File: src/multitap_pkg.sv
package multitap_pkg;

  // Upper nibble is the one-hot row, lower nibble the one-hot column
  localparam logic [7:0] key_2 = 8'h84; // R0 C1
  localparam logic [7:0] key_3 = 8'h82; // R0 C2
  localparam logic [7:0] key_4 = 8'h48; // R1 C0
  localparam logic [7:0] key_5 = 8'h44; // R1 C1
  localparam logic [7:0] key_6 = 8'h42; // R1 C2
  localparam logic [7:0] key_7 = 8'h28; // R2 C0, four letters
  localparam logic [7:0] key_8 = 8'h24; // R2 C1
  localparam logic [7:0] key_9 = 8'h22; // R2 C2, four letters

  localparam logic [7:0] key_submit_letter = 8'h18; // R3 C0
  localparam logic [7:0] key_clear         = 8'h14; // R3 C1
  localparam logic [7:0] key_submit_word   = 8'h12; // R3 C2
  localparam logic [7:0] key_game_end      = 8'h21; // R2 C3

  // No function assigned
  localparam logic [7:0] key_1 = 8'h88; // R0 C0
  localparam logic [7:0] key_a = 8'h81; // R0 C3
  localparam logic [7:0] key_b = 8'h41; // R1 C3
  localparam logic [7:0] key_d = 8'h11; // R3 C3

  localparam logic [3:0] max_letters = 4'd8;
  localparam logic [7:0] ch_stride   = 8'd16; // Bytes per channel
  localparam logic [7:0] reg_status  = 8'd0;
  localparam logic [7:0] reg_word_lo = 8'd4;
  localparam logic [7:0] reg_word_hi = 8'd8;
  localparam logic [1:0] resp_okay   = 2'b00;

  typedef enum logic [2:0] {
    st_idle  = 3'd0,
    st_tap1  = 3'd1,
    st_tap2  = 3'd2,
    st_tap3  = 3'd3,
    st_tap4  = 3'd4,
    st_done  = 3'd5
  } tap_state_t;

  typedef struct packed {
    logic [7:0] code;
    logic       press; // Single cycle, first cycle of a press
  } key_event_t;

  typedef struct packed {
    logic [7:0] letter;
    logic       letter_ready;
    logic       word_submit;
    logic       game_end;
  } keypad_out_t;

  typedef struct packed {
    logic [7:0]  awaddr;
    logic        awvalid;
    logic [31:0] wdata;
    logic [3:0]  wstrb;
    logic        wvalid;
    logic        bready;
    logic [7:0]  araddr;
    logic        arvalid;
    logic        rready;
  } axil_req_t;

  typedef struct packed {
    logic        awready;
    logic        wready;
    logic [1:0]  bresp;
    logic        bvalid;
    logic        arready;
    logic [31:0] rdata;
    logic [1:0]  rresp;
    logic        rvalid;
  } axil_rsp_t;

endpackage
File: src/multitap_top.sv
`timescale 1ns/1ps

module multitap_top #(
  parameter int n_ch = 4
) (
  input  logic                    clk,
  input  logic                    nRst,
  input  logic [n_ch-1:0][7:0]    key_raw,    // Asynchronous, one byte per keypad
  input  multitap_pkg::axil_req_t s_axil,
  output multitap_pkg::axil_rsp_t s_axil_rsp
);

  multitap_pkg::key_event_t  [n_ch-1:0] key_evt;
  multitap_pkg::keypad_out_t [n_ch-1:0] kp_out;
  logic [n_ch-1:0][63:0]                word;
  logic [n_ch-1:0][3:0]                 word_len;
  logic [n_ch-1:0]                      word_valid;
  logic [n_ch-1:0]                      game_over;
  logic [n_ch-1:0]                      clr_word;
  logic [n_ch-1:0]                      clr_game;

  key_strobe_sync #(.n_ch(n_ch)) i_key_strobe_sync (
    .clk     (clk),
    .nRst    (nRst),
    .key_raw (key_raw),
    .key_evt (key_evt)
  );

  // One decoder per keypad
  for (genvar i = 0; i < n_ch; i++) begin : g_ch
    keypad_fsm i_keypad_fsm (
      .clk     (clk),
      .nRst    (nRst),
      .key_evt (key_evt[i]),
      .kp_out  (kp_out[i])
    );
  end

  word_assembler #(.n_ch(n_ch)) i_word_assembler (
    .clk        (clk),
    .nRst       (nRst),
    .kp_out     (kp_out),
    .clr_word   (clr_word),
    .clr_game   (clr_game),
    .word       (word),
    .word_len   (word_len),
    .word_valid (word_valid),
    .game_over  (game_over)
  );

  axil_word_regs #(.n_ch(n_ch)) i_axil_word_regs (
    .clk        (clk),
    .nRst       (nRst),
    .s_axil     (s_axil),
    .s_axil_rsp (s_axil_rsp),
    .word       (word),
    .word_len   (word_len),
    .word_valid (word_valid),
    .game_over  (game_over),
    .clr_word   (clr_word),
    .clr_game   (clr_game)
  );

endmodule

File: src/axil_word_regs.sv
`timescale 1ns/1ps

module axil_word_regs #(
  parameter int n_ch = 4
) (
  input  logic                    clk,
  input  logic                    nRst,
  input  multitap_pkg::axil_req_t s_axil,
  output multitap_pkg::axil_rsp_t s_axil_rsp,
  input  logic [n_ch-1:0][63:0]   word,
  input  logic [n_ch-1:0][3:0]    word_len,
  input  logic [n_ch-1:0]         word_valid,
  input  logic [n_ch-1:0]         game_over,
  output logic [n_ch-1:0]         clr_word,
  output logic [n_ch-1:0]         clr_game
);

  localparam int ch_w = (n_ch > 1) ? $clog2(n_ch) : 1;

  logic            wr_rdy_q;  // awready and wready together
  logic            bvalid_q;
  logic            rvalid_q;
  logic [31:0]     rdata_q;
  logic            wr_fire;
  logic            rd_fire;
  logic [7:0]      wr_ch;
  logic [7:0]      wr_ofs;
  logic [7:0]      rd_ch;
  logic [7:0]      rd_ofs;
  logic [ch_w-1:0] wr_idx;
  logic [ch_w-1:0] rd_idx;
  logic [31:0]     rd_val;

  assign wr_fire = wr_rdy_q && s_axil.awvalid && s_axil.wvalid;
  assign rd_fire = s_axil.arvalid && !rvalid_q;

  assign wr_ch  = s_axil.awaddr / multitap_pkg::ch_stride;
  assign wr_ofs = s_axil.awaddr % multitap_pkg::ch_stride;
  assign rd_ch  = s_axil.araddr / multitap_pkg::ch_stride;
  assign rd_ofs = s_axil.araddr % multitap_pkg::ch_stride;
  assign wr_idx = wr_ch[ch_w-1:0];
  assign rd_idx = rd_ch[ch_w-1:0];

  always_ff @(posedge clk, negedge nRst) begin
    if (!nRst) begin
      wr_rdy_q <= 1'b0;
      bvalid_q <= 1'b0;
      rvalid_q <= 1'b0;
    end else begin
      // Both channels valid and no B pending
      wr_rdy_q <= !wr_rdy_q && s_axil.awvalid && s_axil.wvalid && !bvalid_q;
      if (wr_fire) begin
        bvalid_q <= 1'b1;
      end else if (s_axil.bready) begin
        bvalid_q <= 1'b0;
      end
      if (rd_fire) begin
        rvalid_q <= 1'b1;
      end else if (s_axil.rready) begin
        rvalid_q <= 1'b0;
      end
    end
  end

  always_ff @(posedge clk) begin
    if (rd_fire) rdata_q <= rd_val; // Held until rready
  end

  always_comb begin
    rd_val = 32'd0; // Unmapped reads as zero
    if (int'(rd_ch) < n_ch) begin
      case (rd_ofs)
        multitap_pkg::reg_status:
          rd_val = {20'd0, word_len[rd_idx], 6'd0, game_over[rd_idx], word_valid[rd_idx]};
        multitap_pkg::reg_word_lo: rd_val = word[rd_idx][31:0];
        multitap_pkg::reg_word_hi: rd_val = word[rd_idx][63:32];
        default:                   rd_val = 32'd0;
      endcase
    end
  end

  // Write-1-to-clear on the status register, byte 0 only
  always_comb begin
    clr_word = '0;
    clr_game = '0;
    if (wr_fire && s_axil.wstrb[0] && (wr_ofs == multitap_pkg::reg_status) &&
        (int'(wr_ch) < n_ch)) begin
      clr_word[wr_idx] = s_axil.wdata[0];
      clr_game[wr_idx] = s_axil.wdata[1];
    end
  end

  always_comb begin
    s_axil_rsp.awready = wr_rdy_q;
    s_axil_rsp.wready  = wr_rdy_q;
    s_axil_rsp.bresp   = multitap_pkg::resp_okay;
    s_axil_rsp.bvalid  = bvalid_q;
    s_axil_rsp.arready = !rvalid_q;
    s_axil_rsp.rdata   = rdata_q;
    s_axil_rsp.rresp   = multitap_pkg::resp_okay;
    s_axil_rsp.rvalid  = rvalid_q;
  end

  a_rdata_hold: assert property (@(posedge clk) disable iff (!nRst)
    s_axil_rsp.rvalid && !s_axil.rready |=> s_axil_rsp.rvalid && $stable(s_axil_rsp.rdata))
    else $error("read data changed while stalled");

endmodule

File: src/word_assembler.sv
`timescale 1ns/1ps

module word_assembler #(
  parameter int n_ch = 4
) (
  input  logic                                  clk,
  input  logic                                  nRst,
  input  multitap_pkg::keypad_out_t [n_ch-1:0]  kp_out,
  input  logic [n_ch-1:0]                       clr_word,
  input  logic [n_ch-1:0]                       clr_game,
  output logic [n_ch-1:0][63:0]                 word,
  output logic [n_ch-1:0][3:0]                  word_len,
  output logic [n_ch-1:0]                       word_valid,
  output logic [n_ch-1:0]                       game_over
);

  // Working buffer, character 0 in byte 0
  logic [n_ch-1:0][7:0][7:0] work_buf;
  logic [n_ch-1:0][3:0]      buf_len;

  always_ff @(posedge clk, negedge nRst) begin
    if (!nRst) begin
      work_buf   <= '0;
      buf_len    <= '0;
      word       <= '0;
      word_len   <= '0;
      word_valid <= '0;
      game_over  <= '0;
    end else begin
      for (int i = 0; i < n_ch; i++) begin
        if (kp_out[i].word_submit) begin
          word[i]     <= work_buf[i];
          word_len[i] <= buf_len[i];
          work_buf[i] <= '0;
          buf_len[i]  <= 4'd0;
        end else if (kp_out[i].game_end) begin
          work_buf[i] <= '0;
          buf_len[i]  <= 4'd0;
        end else if (kp_out[i].letter_ready && (buf_len[i] < multitap_pkg::max_letters)) begin
          work_buf[i][buf_len[i][2:0]] <= kp_out[i].letter;
          buf_len[i]                   <= buf_len[i] + 4'd1;
        end
        // Letters past the eighth fall through unused

        // Set beats clear in the same cycle
        if (kp_out[i].word_submit) begin
          word_valid[i] <= 1'b1;
        end else if (clr_word[i]) begin
          word_valid[i] <= 1'b0;
        end

        if (kp_out[i].game_end) begin
          game_over[i] <= 1'b1; // Sticky until the host clears it
        end else if (clr_game[i]) begin
          game_over[i] <= 1'b0;
        end
      end
    end
  end

endmodule

File: src/keypad_fsm.sv
`timescale 1ns/1ps

module keypad_fsm (
  input  logic                      clk,
  input  logic                      nRst,
  input  multitap_pkg::key_event_t  key_evt,
  output multitap_pkg::keypad_out_t kp_out
);

  localparam logic [7:0] letter_blank = 8'h5F; // Underscore

  multitap_pkg::tap_state_t state;
  multitap_pkg::tap_state_t next_state;
  logic [7:0] last_key;
  logic [7:0] next_last_key;
  logic [7:0] letter;
  logic [7:0] next_letter;
  logic       letter_ready;
  logic       word_submit;
  logic       game_end;

  function automatic logic is_letter(input logic [7:0] code);
    return code inside {multitap_pkg::key_2, multitap_pkg::key_3, multitap_pkg::key_4,
                        multitap_pkg::key_5, multitap_pkg::key_6, multitap_pkg::key_7,
                        multitap_pkg::key_8, multitap_pkg::key_9};
  endfunction

  function automatic logic is_tap(input multitap_pkg::tap_state_t st);
    return st inside {multitap_pkg::st_tap1, multitap_pkg::st_tap2,
                      multitap_pkg::st_tap3, multitap_pkg::st_tap4};
  endfunction

  // First letter printed on each key
  function automatic logic [7:0] base_letter(input logic [7:0] code);
    case (code)
      multitap_pkg::key_2: return "A";
      multitap_pkg::key_3: return "D";
      multitap_pkg::key_4: return "G";
      multitap_pkg::key_5: return "J";
      multitap_pkg::key_6: return "M";
      multitap_pkg::key_7: return "P";
      multitap_pkg::key_8: return "T";
      multitap_pkg::key_9: return "W";
      default:             return 8'h00;
    endcase
  endfunction

  function automatic logic [7:0] tap_offset(input multitap_pkg::tap_state_t st);
    case (st)
      multitap_pkg::st_tap2: return 8'd1;
      multitap_pkg::st_tap3: return 8'd2;
      multitap_pkg::st_tap4: return 8'd3;
      default:               return 8'd0;
    endcase
  endfunction

  // Another tap on the same key
  function automatic multitap_pkg::tap_state_t next_tap(input multitap_pkg::tap_state_t st,
                                                        input logic [7:0] code);
    logic four;
    four = (code == multitap_pkg::key_7) || (code == multitap_pkg::key_9);
    case (st)
      multitap_pkg::st_tap1: return multitap_pkg::st_tap2;
      multitap_pkg::st_tap2: return multitap_pkg::st_tap3;
      multitap_pkg::st_tap3: return four ? multitap_pkg::st_tap4 : multitap_pkg::st_tap1;
      default:               return multitap_pkg::st_tap1; // Wrap from tap4
    endcase
  endfunction

  always_ff @(posedge clk, negedge nRst) begin
    if (!nRst) begin
      state    <= multitap_pkg::st_idle;
      last_key <= 8'h00;
      letter   <= letter_blank;
    end else begin
      state    <= next_state;
      last_key <= next_last_key;
      letter   <= next_letter;
    end
  end

  always_comb begin
    next_state    = state;
    next_last_key = last_key;
    next_letter   = letter;
    letter_ready  = 1'b0;
    word_submit   = 1'b0;
    game_end      = 1'b0;

    if (state == multitap_pkg::st_done) next_state = multitap_pkg::st_idle;

    if (key_evt.press) begin
      if (is_letter(key_evt.code)) begin
        if ((key_evt.code == last_key) && is_tap(state)) begin
          next_state = next_tap(state, key_evt.code);
        end else begin
          next_state = multitap_pkg::st_tap1; // New key starts over
        end
        next_last_key = key_evt.code; // Only letter keys are remembered
        next_letter   = base_letter(key_evt.code) + tap_offset(next_state);
      end else begin
        case (key_evt.code)
          multitap_pkg::key_submit_letter: begin
            if (is_tap(state)) begin // Nothing pending in idle
              letter_ready = 1'b1;
              next_state   = multitap_pkg::st_done;
              next_letter  = letter_blank;
            end
          end
          multitap_pkg::key_clear: begin
            next_state  = multitap_pkg::st_idle;
            next_letter = letter_blank;
          end
          multitap_pkg::key_submit_word: begin
            word_submit = 1'b1;
            next_state  = multitap_pkg::st_idle;
            next_letter = 8'h00;
          end
          multitap_pkg::key_game_end: begin
            game_end    = 1'b1;
            next_state  = multitap_pkg::st_idle;
            next_letter = 8'h00;
          end
          multitap_pkg::key_1, multitap_pkg::key_a,
          multitap_pkg::key_b, multitap_pkg::key_d: ; // Dead keys
          default: ;
        endcase
      end
    end
  end

  always_comb begin
    kp_out.letter       = letter; // Pending letter, sampled with letter_ready
    kp_out.letter_ready = letter_ready;
    kp_out.word_submit  = word_submit;
    kp_out.game_end     = game_end;
  end

  // One pulse per press, and presses from the sync stage are never back to back
  a_single_pulse: assert property (@(posedge clk) disable iff (!nRst)
    $onehot0({letter_ready, word_submit, game_end}) &&
    !((|{letter_ready, word_submit, game_end}) &&
      (|$past({letter_ready, word_submit, game_end}))))
    else $error("overlapping keypad output pulses");

endmodule

File: src/key_strobe_sync.sv
`timescale 1ns/1ps

module key_strobe_sync #(
  parameter int n_ch = 4
) (
  input  logic                                 clk,
  input  logic                                 nRst,
  input  logic [n_ch-1:0][7:0]                 key_raw,
  output multitap_pkg::key_event_t [n_ch-1:0]  key_evt
);

  logic [n_ch-1:0][7:0] sync_q1;
  logic [n_ch-1:0][7:0] sync_q2;
  logic [n_ch-1:0]      any_q;   // Some key was down last cycle

  always_ff @(posedge clk, negedge nRst) begin
    if (!nRst) begin
      sync_q1 <= '0;
      sync_q2 <= '0;
      any_q   <= '0;
    end else begin
      sync_q1 <= key_raw;
      sync_q2 <= sync_q1;
      for (int i = 0; i < n_ch; i++) begin
        any_q[i] <= |sync_q2[i];
      end
    end
  end

  always_comb begin
    for (int i = 0; i < n_ch; i++) begin
      key_evt[i].code  = sync_q2[i];
      key_evt[i].press = (|sync_q2[i]) && !any_q[i]; // Rising edge of any key
    end
  end

  for (genvar g = 0; g < n_ch; g++) begin : g_chk
    // A press only follows a cycle with no key down
    a_press_edge: assert property (@(posedge clk) disable iff (!nRst)
      key_evt[g].press |-> (key_evt[g].code != 8'h00) && ($past(key_evt[g].code) == 8'h00))
      else $error("press without a fresh key on channel %0d", g);
  end

endmodule

File: config.mk
export PLATFORM = sky130hd
export DESIGN_NAME = multitap_top
export DESIGN_NICKNAME = d
export VERILOG_FILES = /design/src/multitap_pkg.sv /design/src/multitap_top.sv /design/src/axil_word_regs.sv /design/src/word_assembler.sv /design/src/keypad_fsm.sv /design/src/key_strobe_sync.sv
export SDC_FILE = /design/constraint.sdc
export NUM_CORES = 1
export LEC_CHECK = 0
export ABC_AREA = 1
export BUFFER_PORTS_ARGS = -buffer_cell sky130_fd_sc_hd__buf_2
export CORE_MARGIN = 1
export CORE_UTILIZATION = 55
export DETAILED_ROUTE_END_ITERATION = 10
export GPL_TIMING_DRIVEN = 0
export PLACE_DENSITY = 0.78
export SLEW_MARGIN = 20
export SYNTH_ARGS = -nofsm -noshare
export SYNTH_HDL_FRONTEND = slang
export SYNTH_SLANG_ARGS = --single-unit
File: constraint.sdc
create_clock -name clk -period 2.7 [get_ports clk]
set_input_delay 0 -clock clk [delete_from_list [all_inputs] [get_ports clk]]
set_output_delay 0 -clock clk [all_outputs]
set_load 0.05 [all_outputs]
# After elaboration in Yosys (flattened, before gate mapping)
# Cells that the tools add are included.
op_classes:
  addsub: 8
  n_mul: 0
  div_mod_pow: 0
  n_lt_le_gt_ge: 17
  n_eq_ne: 90
  n_shift: 0
  mux: 185
  bitwise_logic: 2
  n_reduce_logical: 85
op_table:
  columns: ["operator", "count"]
  rows:
  - ["$mux W64", 13]
  - ["$bwmux W64", 4]
  - ["$mux W8", 28]
  - ["$pmux W7 S8", 4]
  - ["$bmux W64 S2", 1]
  - ["$eq A8 B6 Y1 const B", 16]
  - ["$demux W8 S3", 4]
  - ["$eq A8 B5 Y1 const B", 12]
  - ["$eq A8 B7 Y1 const B", 12]
  - ["$mux W3", 32]
  - ["$pmux W32 S3", 1]
  - ["$pmux W8 S3", 4]
  - ["$eq A8 B8 Y1 const B", 8]
  - ["$mux W1", 63]
  - ["$mux W4", 15]
  - ["$eq A3 B2 Y1 const B", 16]
  - ["$eq A3 B3 Y1 const B", 12]
  - ["$pmux W3 S3", 4]
  - ["$add A8 B8 Y8", 4]
  - ["$eq A8 B8 Y1", 4]
  - ["$reduce_bool A4 Y1", 8]
  - ["$reduce_bool A8 Y1", 4]
  - ["$reduce_or A8 Y1", 4]
  - ["$logic_and A1 B1 Y1", 26]
  - ["26 further kinds", 88]
totals:
  register_bits: 731
  latch_bits: 0
  mem_bits_rw: 0
  mem_bits_ro: 0
  inputBits: 91
  output_inout_bits: 41
  elab_cells: 464
  n_memories: 0

# Depth between registers and ports, before layout
depth:
  depth_word: 13
  mapped_depth: 18

# Modules after synthesis
# Synthesis repeated with hierarchy kept, for this count alone.
hier_totals:
  cells_unflattened: 4276
  area_unflattened_um2: 34220.3
modules_own_cells:
  columns: ["mod", "n_inst", "cells_each", "area_per_inst_um2", "seq_area_each_um2"]
  rows:
  - ["word_assembler", 1, 2514, 21971.1, 13813.2]
  - ["keypad_fsm at g_ch[0].i_keypad_fsm ...", 3, 212, 1493.9, 457.9]
  - ["axil_word_regs", 1, 816, 4445.5, 1036.0]
  - ["key_strobe_sync", 1, 104, 1846.8, 1701.6]
  - ["keypad_fsm at g_ch[3].i_keypad_fsm", 1, 206, 1475.2, 457.9]

# Worst setup path after synthesis
# OpenSTA, ideal clock, no wires.
synth_path:
  kind: "reg-to-reg"
  from: "register i_key_strobe_sync.sync_q2, in the netlist i_key_strobe_sync.key_evt[26]"
  to: "register g_ch[2].i_keypad_fsm.letter[4]"
  setup_ns: 0.060
  arrival_time_ns: 2.329
  required_ns: 2.640
  slack_ns: 0.311
  path_stages_with_launch: 16
  path_buffers: 0
  path_cell_list: "dfrtp_1 inv_1 nand2_1 nor2_2 nand2_1 nand2_1 o21ai_0 or2_2 inv_1 ha_1 inv_1 fa_1 o211a_1 nand2_1 nand2_1 nand2_1"
synth_between:
  elab_chain_len: 13
synth_rtl:
  columns: ["element", "line_no", "text"]
  rows:
  - ["from (decl)", "key_strobe_sync.sv:13", "logic [n_ch-1:0][7:0] sync_q2;"]
  - ["from (signal assigned)", "key_strobe_sync.sv:23", "sync_q2 <= sync_q1;"]
  - ["$eq A8 B6 Y1", "keypad_fsm.sv:23, keypad_fsm.sv:35, keypad_fsm.sv:61", null]
  - ["$logic_or A1 B1 Y1", "keypad_fsm.sv:61", "four = (code == multitap_pkg::key_7) || (code == multitap_pkg::key_9);"]
  - ["$mux W3", "keypad_fsm.sv:65", "multitap_pkg::st_tap3: return four ? multitap_pkg::st_tap4 : multitap_pkg::st_tap1;"]
  - ["$pmux W3 S3", "keypad_fsm.sv:62", "case (st)"]
  - ["$mux W3", "keypad_fsm.sv:94", "if ((key_evt.code == last_key) && is_tap(state)) begin"]
  - ["$mux W3", "keypad_fsm.sv:93", "if (is_letter(key_evt.code)) begin"]
  - ["$mux W3", "keypad_fsm.sv:92", "if (key_evt.press) begin"]
  - ["$eq A3 B3 Y1 or $eq A3 B2 Y1 (tied branches)", "keypad_fsm.sv:49", "case (st)"]
  - ["$pmux W2 S3", "keypad_fsm.sv:49", null]
  - ["$mux W8", "keypad_fsm.sv:93", null]
  - ["$mux W8", "keypad_fsm.sv:92", null]
  - ["$add A8 B8 Y8", "keypad_fsm.sv:100", "next_letter = base_letter(key_evt.code) + tap_offset(next_state);"]
  - ["$mux W8", "keypad_fsm.sv:93", null]
  - ["to (signal assigned)", "keypad_fsm.sv:74", "letter <= letter_blank;"]
  - ["to (signal assigned)", "keypad_fsm.sv:78", "letter <= next_letter;"]
  - ["to (decl)", "keypad_fsm.sv:16", "logic [7:0] letter;"]
# Parallel ways exist; a longest one is shown, timed or not. The select of a mux whose other input is x is not followed.
# A chain may end at the register's enable or synchronous reset.

# Worst setup path in the final report
layout_path:
  from: "register i_key_strobe_sync.sync_q2, in the netlist i_key_strobe_sync.key_evt[12]"
  to: "register g_ch[1].i_keypad_fsm.letter[1]"
layout_between:
  elab_chain_len: 13
layout_rtl:
  columns: ["element", "line_no"]
  rows:
  - ["$eq A8 B6 Y1", "keypad_fsm.sv:23, keypad_fsm.sv:35, keypad_fsm.sv:61"]
  - ["$logic_or A1 B1 Y1", "keypad_fsm.sv:61"]
  - ["$mux W3", "keypad_fsm.sv:65"]
  - ["$pmux W3 S3", "keypad_fsm.sv:62"]
  - ["$mux W3", "keypad_fsm.sv:94"]
  - ["$mux W3", "keypad_fsm.sv:93"]
  - ["$mux W3", "keypad_fsm.sv:92"]
  - ["$eq A3 B3 Y1 or $eq A3 B2 Y1 (tied branches)", "keypad_fsm.sv:49"]
  - ["$pmux W2 S3", "keypad_fsm.sv:49"]
  - ["$mux W8", "keypad_fsm.sv:93"]
  - ["$mux W8", "keypad_fsm.sv:92"]
  - ["$add A8 B8 Y8", "keypad_fsm.sv:100"]
  - ["$mux W8", "keypad_fsm.sv:93"]
  - ["to (signal assigned)", "keypad_fsm.sv:74"]
  - ["to (signal assigned)", "keypad_fsm.sv:78"]
  - ["to (decl)", "keypad_fsm.sv:16"]
# Parallel ways exist; a longest one is shown, timed or not. The select of a mux whose other input is x is not followed.

==> metrics.yaml <==
status:
  status: "complete, no violations"
global_routing:
  grt.met1_usage_pct: 43.0
  grt_busiest_layer: "met2"
  grt_pass1_vias: 25138
  grt_remaining_overflow: 0
  antenna_found_initial: 1
  grt_use_total_pct: 31.9
  grt_max_degree: 103
  grt_pass1_wl_microns: 139000
  grt_use_met3_pct: 6.67
  grt_use_met2_pct: 49.4
power:
  comb_power_share_pct: 5.2
  switching_power_mw: 4.99
  p_seq_share_pct: 47.0
  p_leak_nw: 17.7
  total_power_mw: 21.6
  pwr-share-clk_pct: 47.8
  peakVddDrop_v: 0.000571
  p_int_mw: 16.6
  p_per_area_mw_per_mm2: 604
  swShare_pct: 23.1
place:
  gp_congestion: 1.04
  port_buffers: 92
  dpl.hpwl_microns: 64100
logic_synthesis:
  synthTopCellsByCount: "nand2_1 (1285), dfrtp_1 (607), o21ai_0 (297), nand3_1 (212), inv_1 (210)"
  syn_area_sq_mm: 0.0309
  synthArstFlopShare_pct: 95.6
  yosysTopAreaCell: "dfrtp_1"
  synth_edf_count: 29
  ys_warn_count: 0
  ys_top_cells_by_area: "dfrtp_1 (49%), nand2_1 (16%), o21ai_0 (4.8%)"
  ys_seq_area_share_pct: 54.0
  synth_top_area_share_pct: 49.1
  synth.distinct_cells: 52
  yosysMostFrequentCell: "nand2_1"
  synth_area_per_cell_sq_um: 8.34
  synth_ff_type: "dfrtp_1"
  synthCells: 3706
  ys_seq_elements: 660
critical_path:
  cp-end-kind: "flip-flop"
  worstSetupStartpointType: "flip-flop"
  required_ns: 3.24
  cp_slowest_stage_delay_ns: 0.52
  critPathMaxFanout: 4
  critical_path.cell_chain: "inv_2 -> nand2_1 -> nor2_4 -> nand2_2 -> nand2_2 -> o21ai_0 -> or2_2 -> inv_1 -> ha_1 -> inv_1 -> fa_2 -> inv_1 -> nand2_1 -> nand2_1 -> nand2_1 -> nand2_1"
  slowest_stage: "fa_2"
  path_class: "reg2reg"
  arrival_ns: 3.09
  crit_top_cell: "nand2_1"
cts:
  cts-root-buf: "clkbuf_16"
  clock_latency_ns: 0.63
  path_clk_slew_ns: 0.06
  clockBufferDepth: 3
  htreeDepth: 3
  cts_made_buffers: 70
  clock_sinks: 660
  cts_tree: "done"
final_layout:
  fin_util_pct: 64.6
  drive_gt1_share_pct: 13.8
  nNetsFinal: 4054
  nFillCells: 4632
  num_antenna_cells: 0
  area_growth_pct: 15.7
die:
  core_sq_mm: 0.0553
  initial_core_util_pct: 55.9
  io_pins: 132
  die_area_sq_mm: 0.0571
  die_h_microns: 239
  die_w_microns: 239
  rows: 86
drt:
  wirelength_microns: 89500
  drtAntennaViolNets: 0
  drc: 0
  wl_per_cell_microns: 18.8
  firstDrtPassIters: 6
  viasPerCell: 5.57
  drtIter0Drc: 2649
  via_count: 26451
sta:
  max_freq_mhz: 392
  hold_viol_final: 0
  finalMaxSlewViolations: 0
  worst_pin_slew_ns: 1.13
  period_minus_slack_ns: 2.55
  finalClockSkew_ns: 0.0337
  slew_headroom_pct: 23.9
  fin_crit_sh_pct: 94.5
  setup_viol: 0
min_path:
  min_path_type: "in2reg"
job:
  maxCapViolCount: 0
[final timing paths]
kind,start,to,slack (ns),cells past startpoint
worst max-delay path,i_key_strobe_sync.key_evt[12],g_ch[1].i_keypad_fsm.letter[1],0.15,16
worst min-delay path,key_raw[26],i_key_strobe_sync.sync_q1[26],0.02,2
worst max register to register,i_key_strobe_sync.key_evt[12],g_ch[1].i_keypad_fsm.letter[1],0.15,16
worst min register to register,i_key_strobe_sync.sync_q1[9],i_key_strobe_sync.key_evt[11],0.34,0
max in group asynchronous,nRst,g_ch[0].i_keypad_fsm.state[2],0.60,7
min in group asynchronous,nRst,g_ch[3].i_keypad_fsm.letter[6],0.55,3
[cell type report]
cell class / instances / area, sq um / area share (%)
clock buffer: 95 / 2010 / 5.63
multi-input combinational: 2614 / 12300 / 34.5
clock inverter: 34 / 453 / 1.27
sequential: 660 / 16700 / 46.7
tap: 748 / 936 / 2.62
inverter: 239 / 905 / 2.53
buffer: 197 / 1080 / 3.03
timing repair buffer: 165 / 1320 / 3.70
[per-layer routing]
| metal | vias up | routed length, microns |
|---|---|---|
| met1 | 12752 | 37600 |
| met3 | 229 | 6760 |
| met5 | - | 0 |
| li1 | 12515 | - |
| met4 | 0 | 4450 |
| met2 | 955 | 40700 |
[registers in the layout (all words and copies together), names as in the netlist]
| register | count |
|---|---|
| g_ch.i_keypad_fsm.state | 12 |
| i_key_strobe_sync.any_q | 4 |
| i_key_strobe_sync.sync_q1 | 32 |
| i_word_assembler.game_over | 4 |
| i_key_strobe_sync.key_evt | 32 |
| i_word_assembler.buf_len | 16 |
| g_ch.i_keypad_fsm.last_key | 32 |
| i_axil_word_regs.rvalid_q | 1 |
| i_axil_word_regs.bvalid_q | 1 |
| i_axil_word_regs.wr_rdy_q | 1 |
| i_word_assembler.word_len | 16 |
| g_ch.i_keypad_fsm.letter | 28 |
| i_word_assembler.word | 224 |
| i_word_assembler.word_valid | 4 |
| i_word_assembler.work_buf | 224 |
| i_axil_word_regs.rdata_q | 29 |
[power groups by stage]
| stage | Sequential (mW) | Combinational (mW) | Clock (mW) |
|---|---|---|---|
| after floorplan | 10.4 | 0.430 | 0 |
| after global placement | 10.3 | 0.980 | 0 |
| after detailed placement | 10.3 | 1.03 | 0 |
| after CTS | 10.1 | 1.10 | 10.4 |
| after global routing | 10.1 | 1.24 | 10.8 |
| final | 10.1 | 1.13 | 10.3 |
[stage by stage]
| stage | hold slack, ns | std cells | TNS (ns) | cell area [sq um] | setup WS, ns |
|---|---|---|---|---|---|
| CTS | 0.00382 | 4741 | 0 | 35600 | 0.000673 |
| global route | 0.0234 | 4752 | -0.0463 | 35800 | -0.0241 |
| finish | 0.0186 | 4752 | 0 | 35800 | 0.147 |
| detailed placement | -0.00218 | 4558 | 0 | 32500 | 0.0181 |
| global placement | 0.107 | 4550 | -6949.68 | 32300 | -11.23 |
| floorplan | -0.296 | 3710 | 0 | 30900 | 0.311 |
[worst max-delay path, delay by kind of cell (launching register included)]
family / cells / cell delay [ns]
adders and majority gates: 2 / 0.69
and+or+nand+nor: 9 / 1.01
DFF: 1 / 0.45
AOI/OAI and AO/OA: 1 / 0.07
buffers and inverters: 4 / 0.26
[layout by cell type (no fill, tap or decap), types with 31 or more instances in the layout]
cell              n
nand4_1         122
o21ai_1         105
a21oi_1          94
buf_2           158
clkbuf_16        75
nand2_1        1278
inv_1           205
inv_2            31
dfrtp_1         598
clkbuf_1         77
nand2_2          39
o21ai_0         297
dlygate4sd3_1    53
nor2_1          205
buf_4            40
nor3_1           51
nand3_1         212
[cells by family (layout without fill, tap and decap cells)]
kind of cell    count (synthesis)  after routing  share of synthesized area, %
other cells                     1              5                        0.0121
fa+ha+maj                      16             16                         0.745
buf+inv                       436            730                          6.43
flops                         660            660                          54.0
xor+xnor                       36             36                          1.02
compound gates                565            565                          9.90
simple gates                 1992           1992                          27.9
[repair_timing]
item | in CTS | in global routing
hold buffers | 54 | 0
setup buffers | 0 | 11
endpoints found under the setup margin | 1 | 11
hold endpoints to repair | 286 | 0
resized for setup | 1 | 37
pin swaps | 0 | 3
Power figures use the tool's default switching activity.
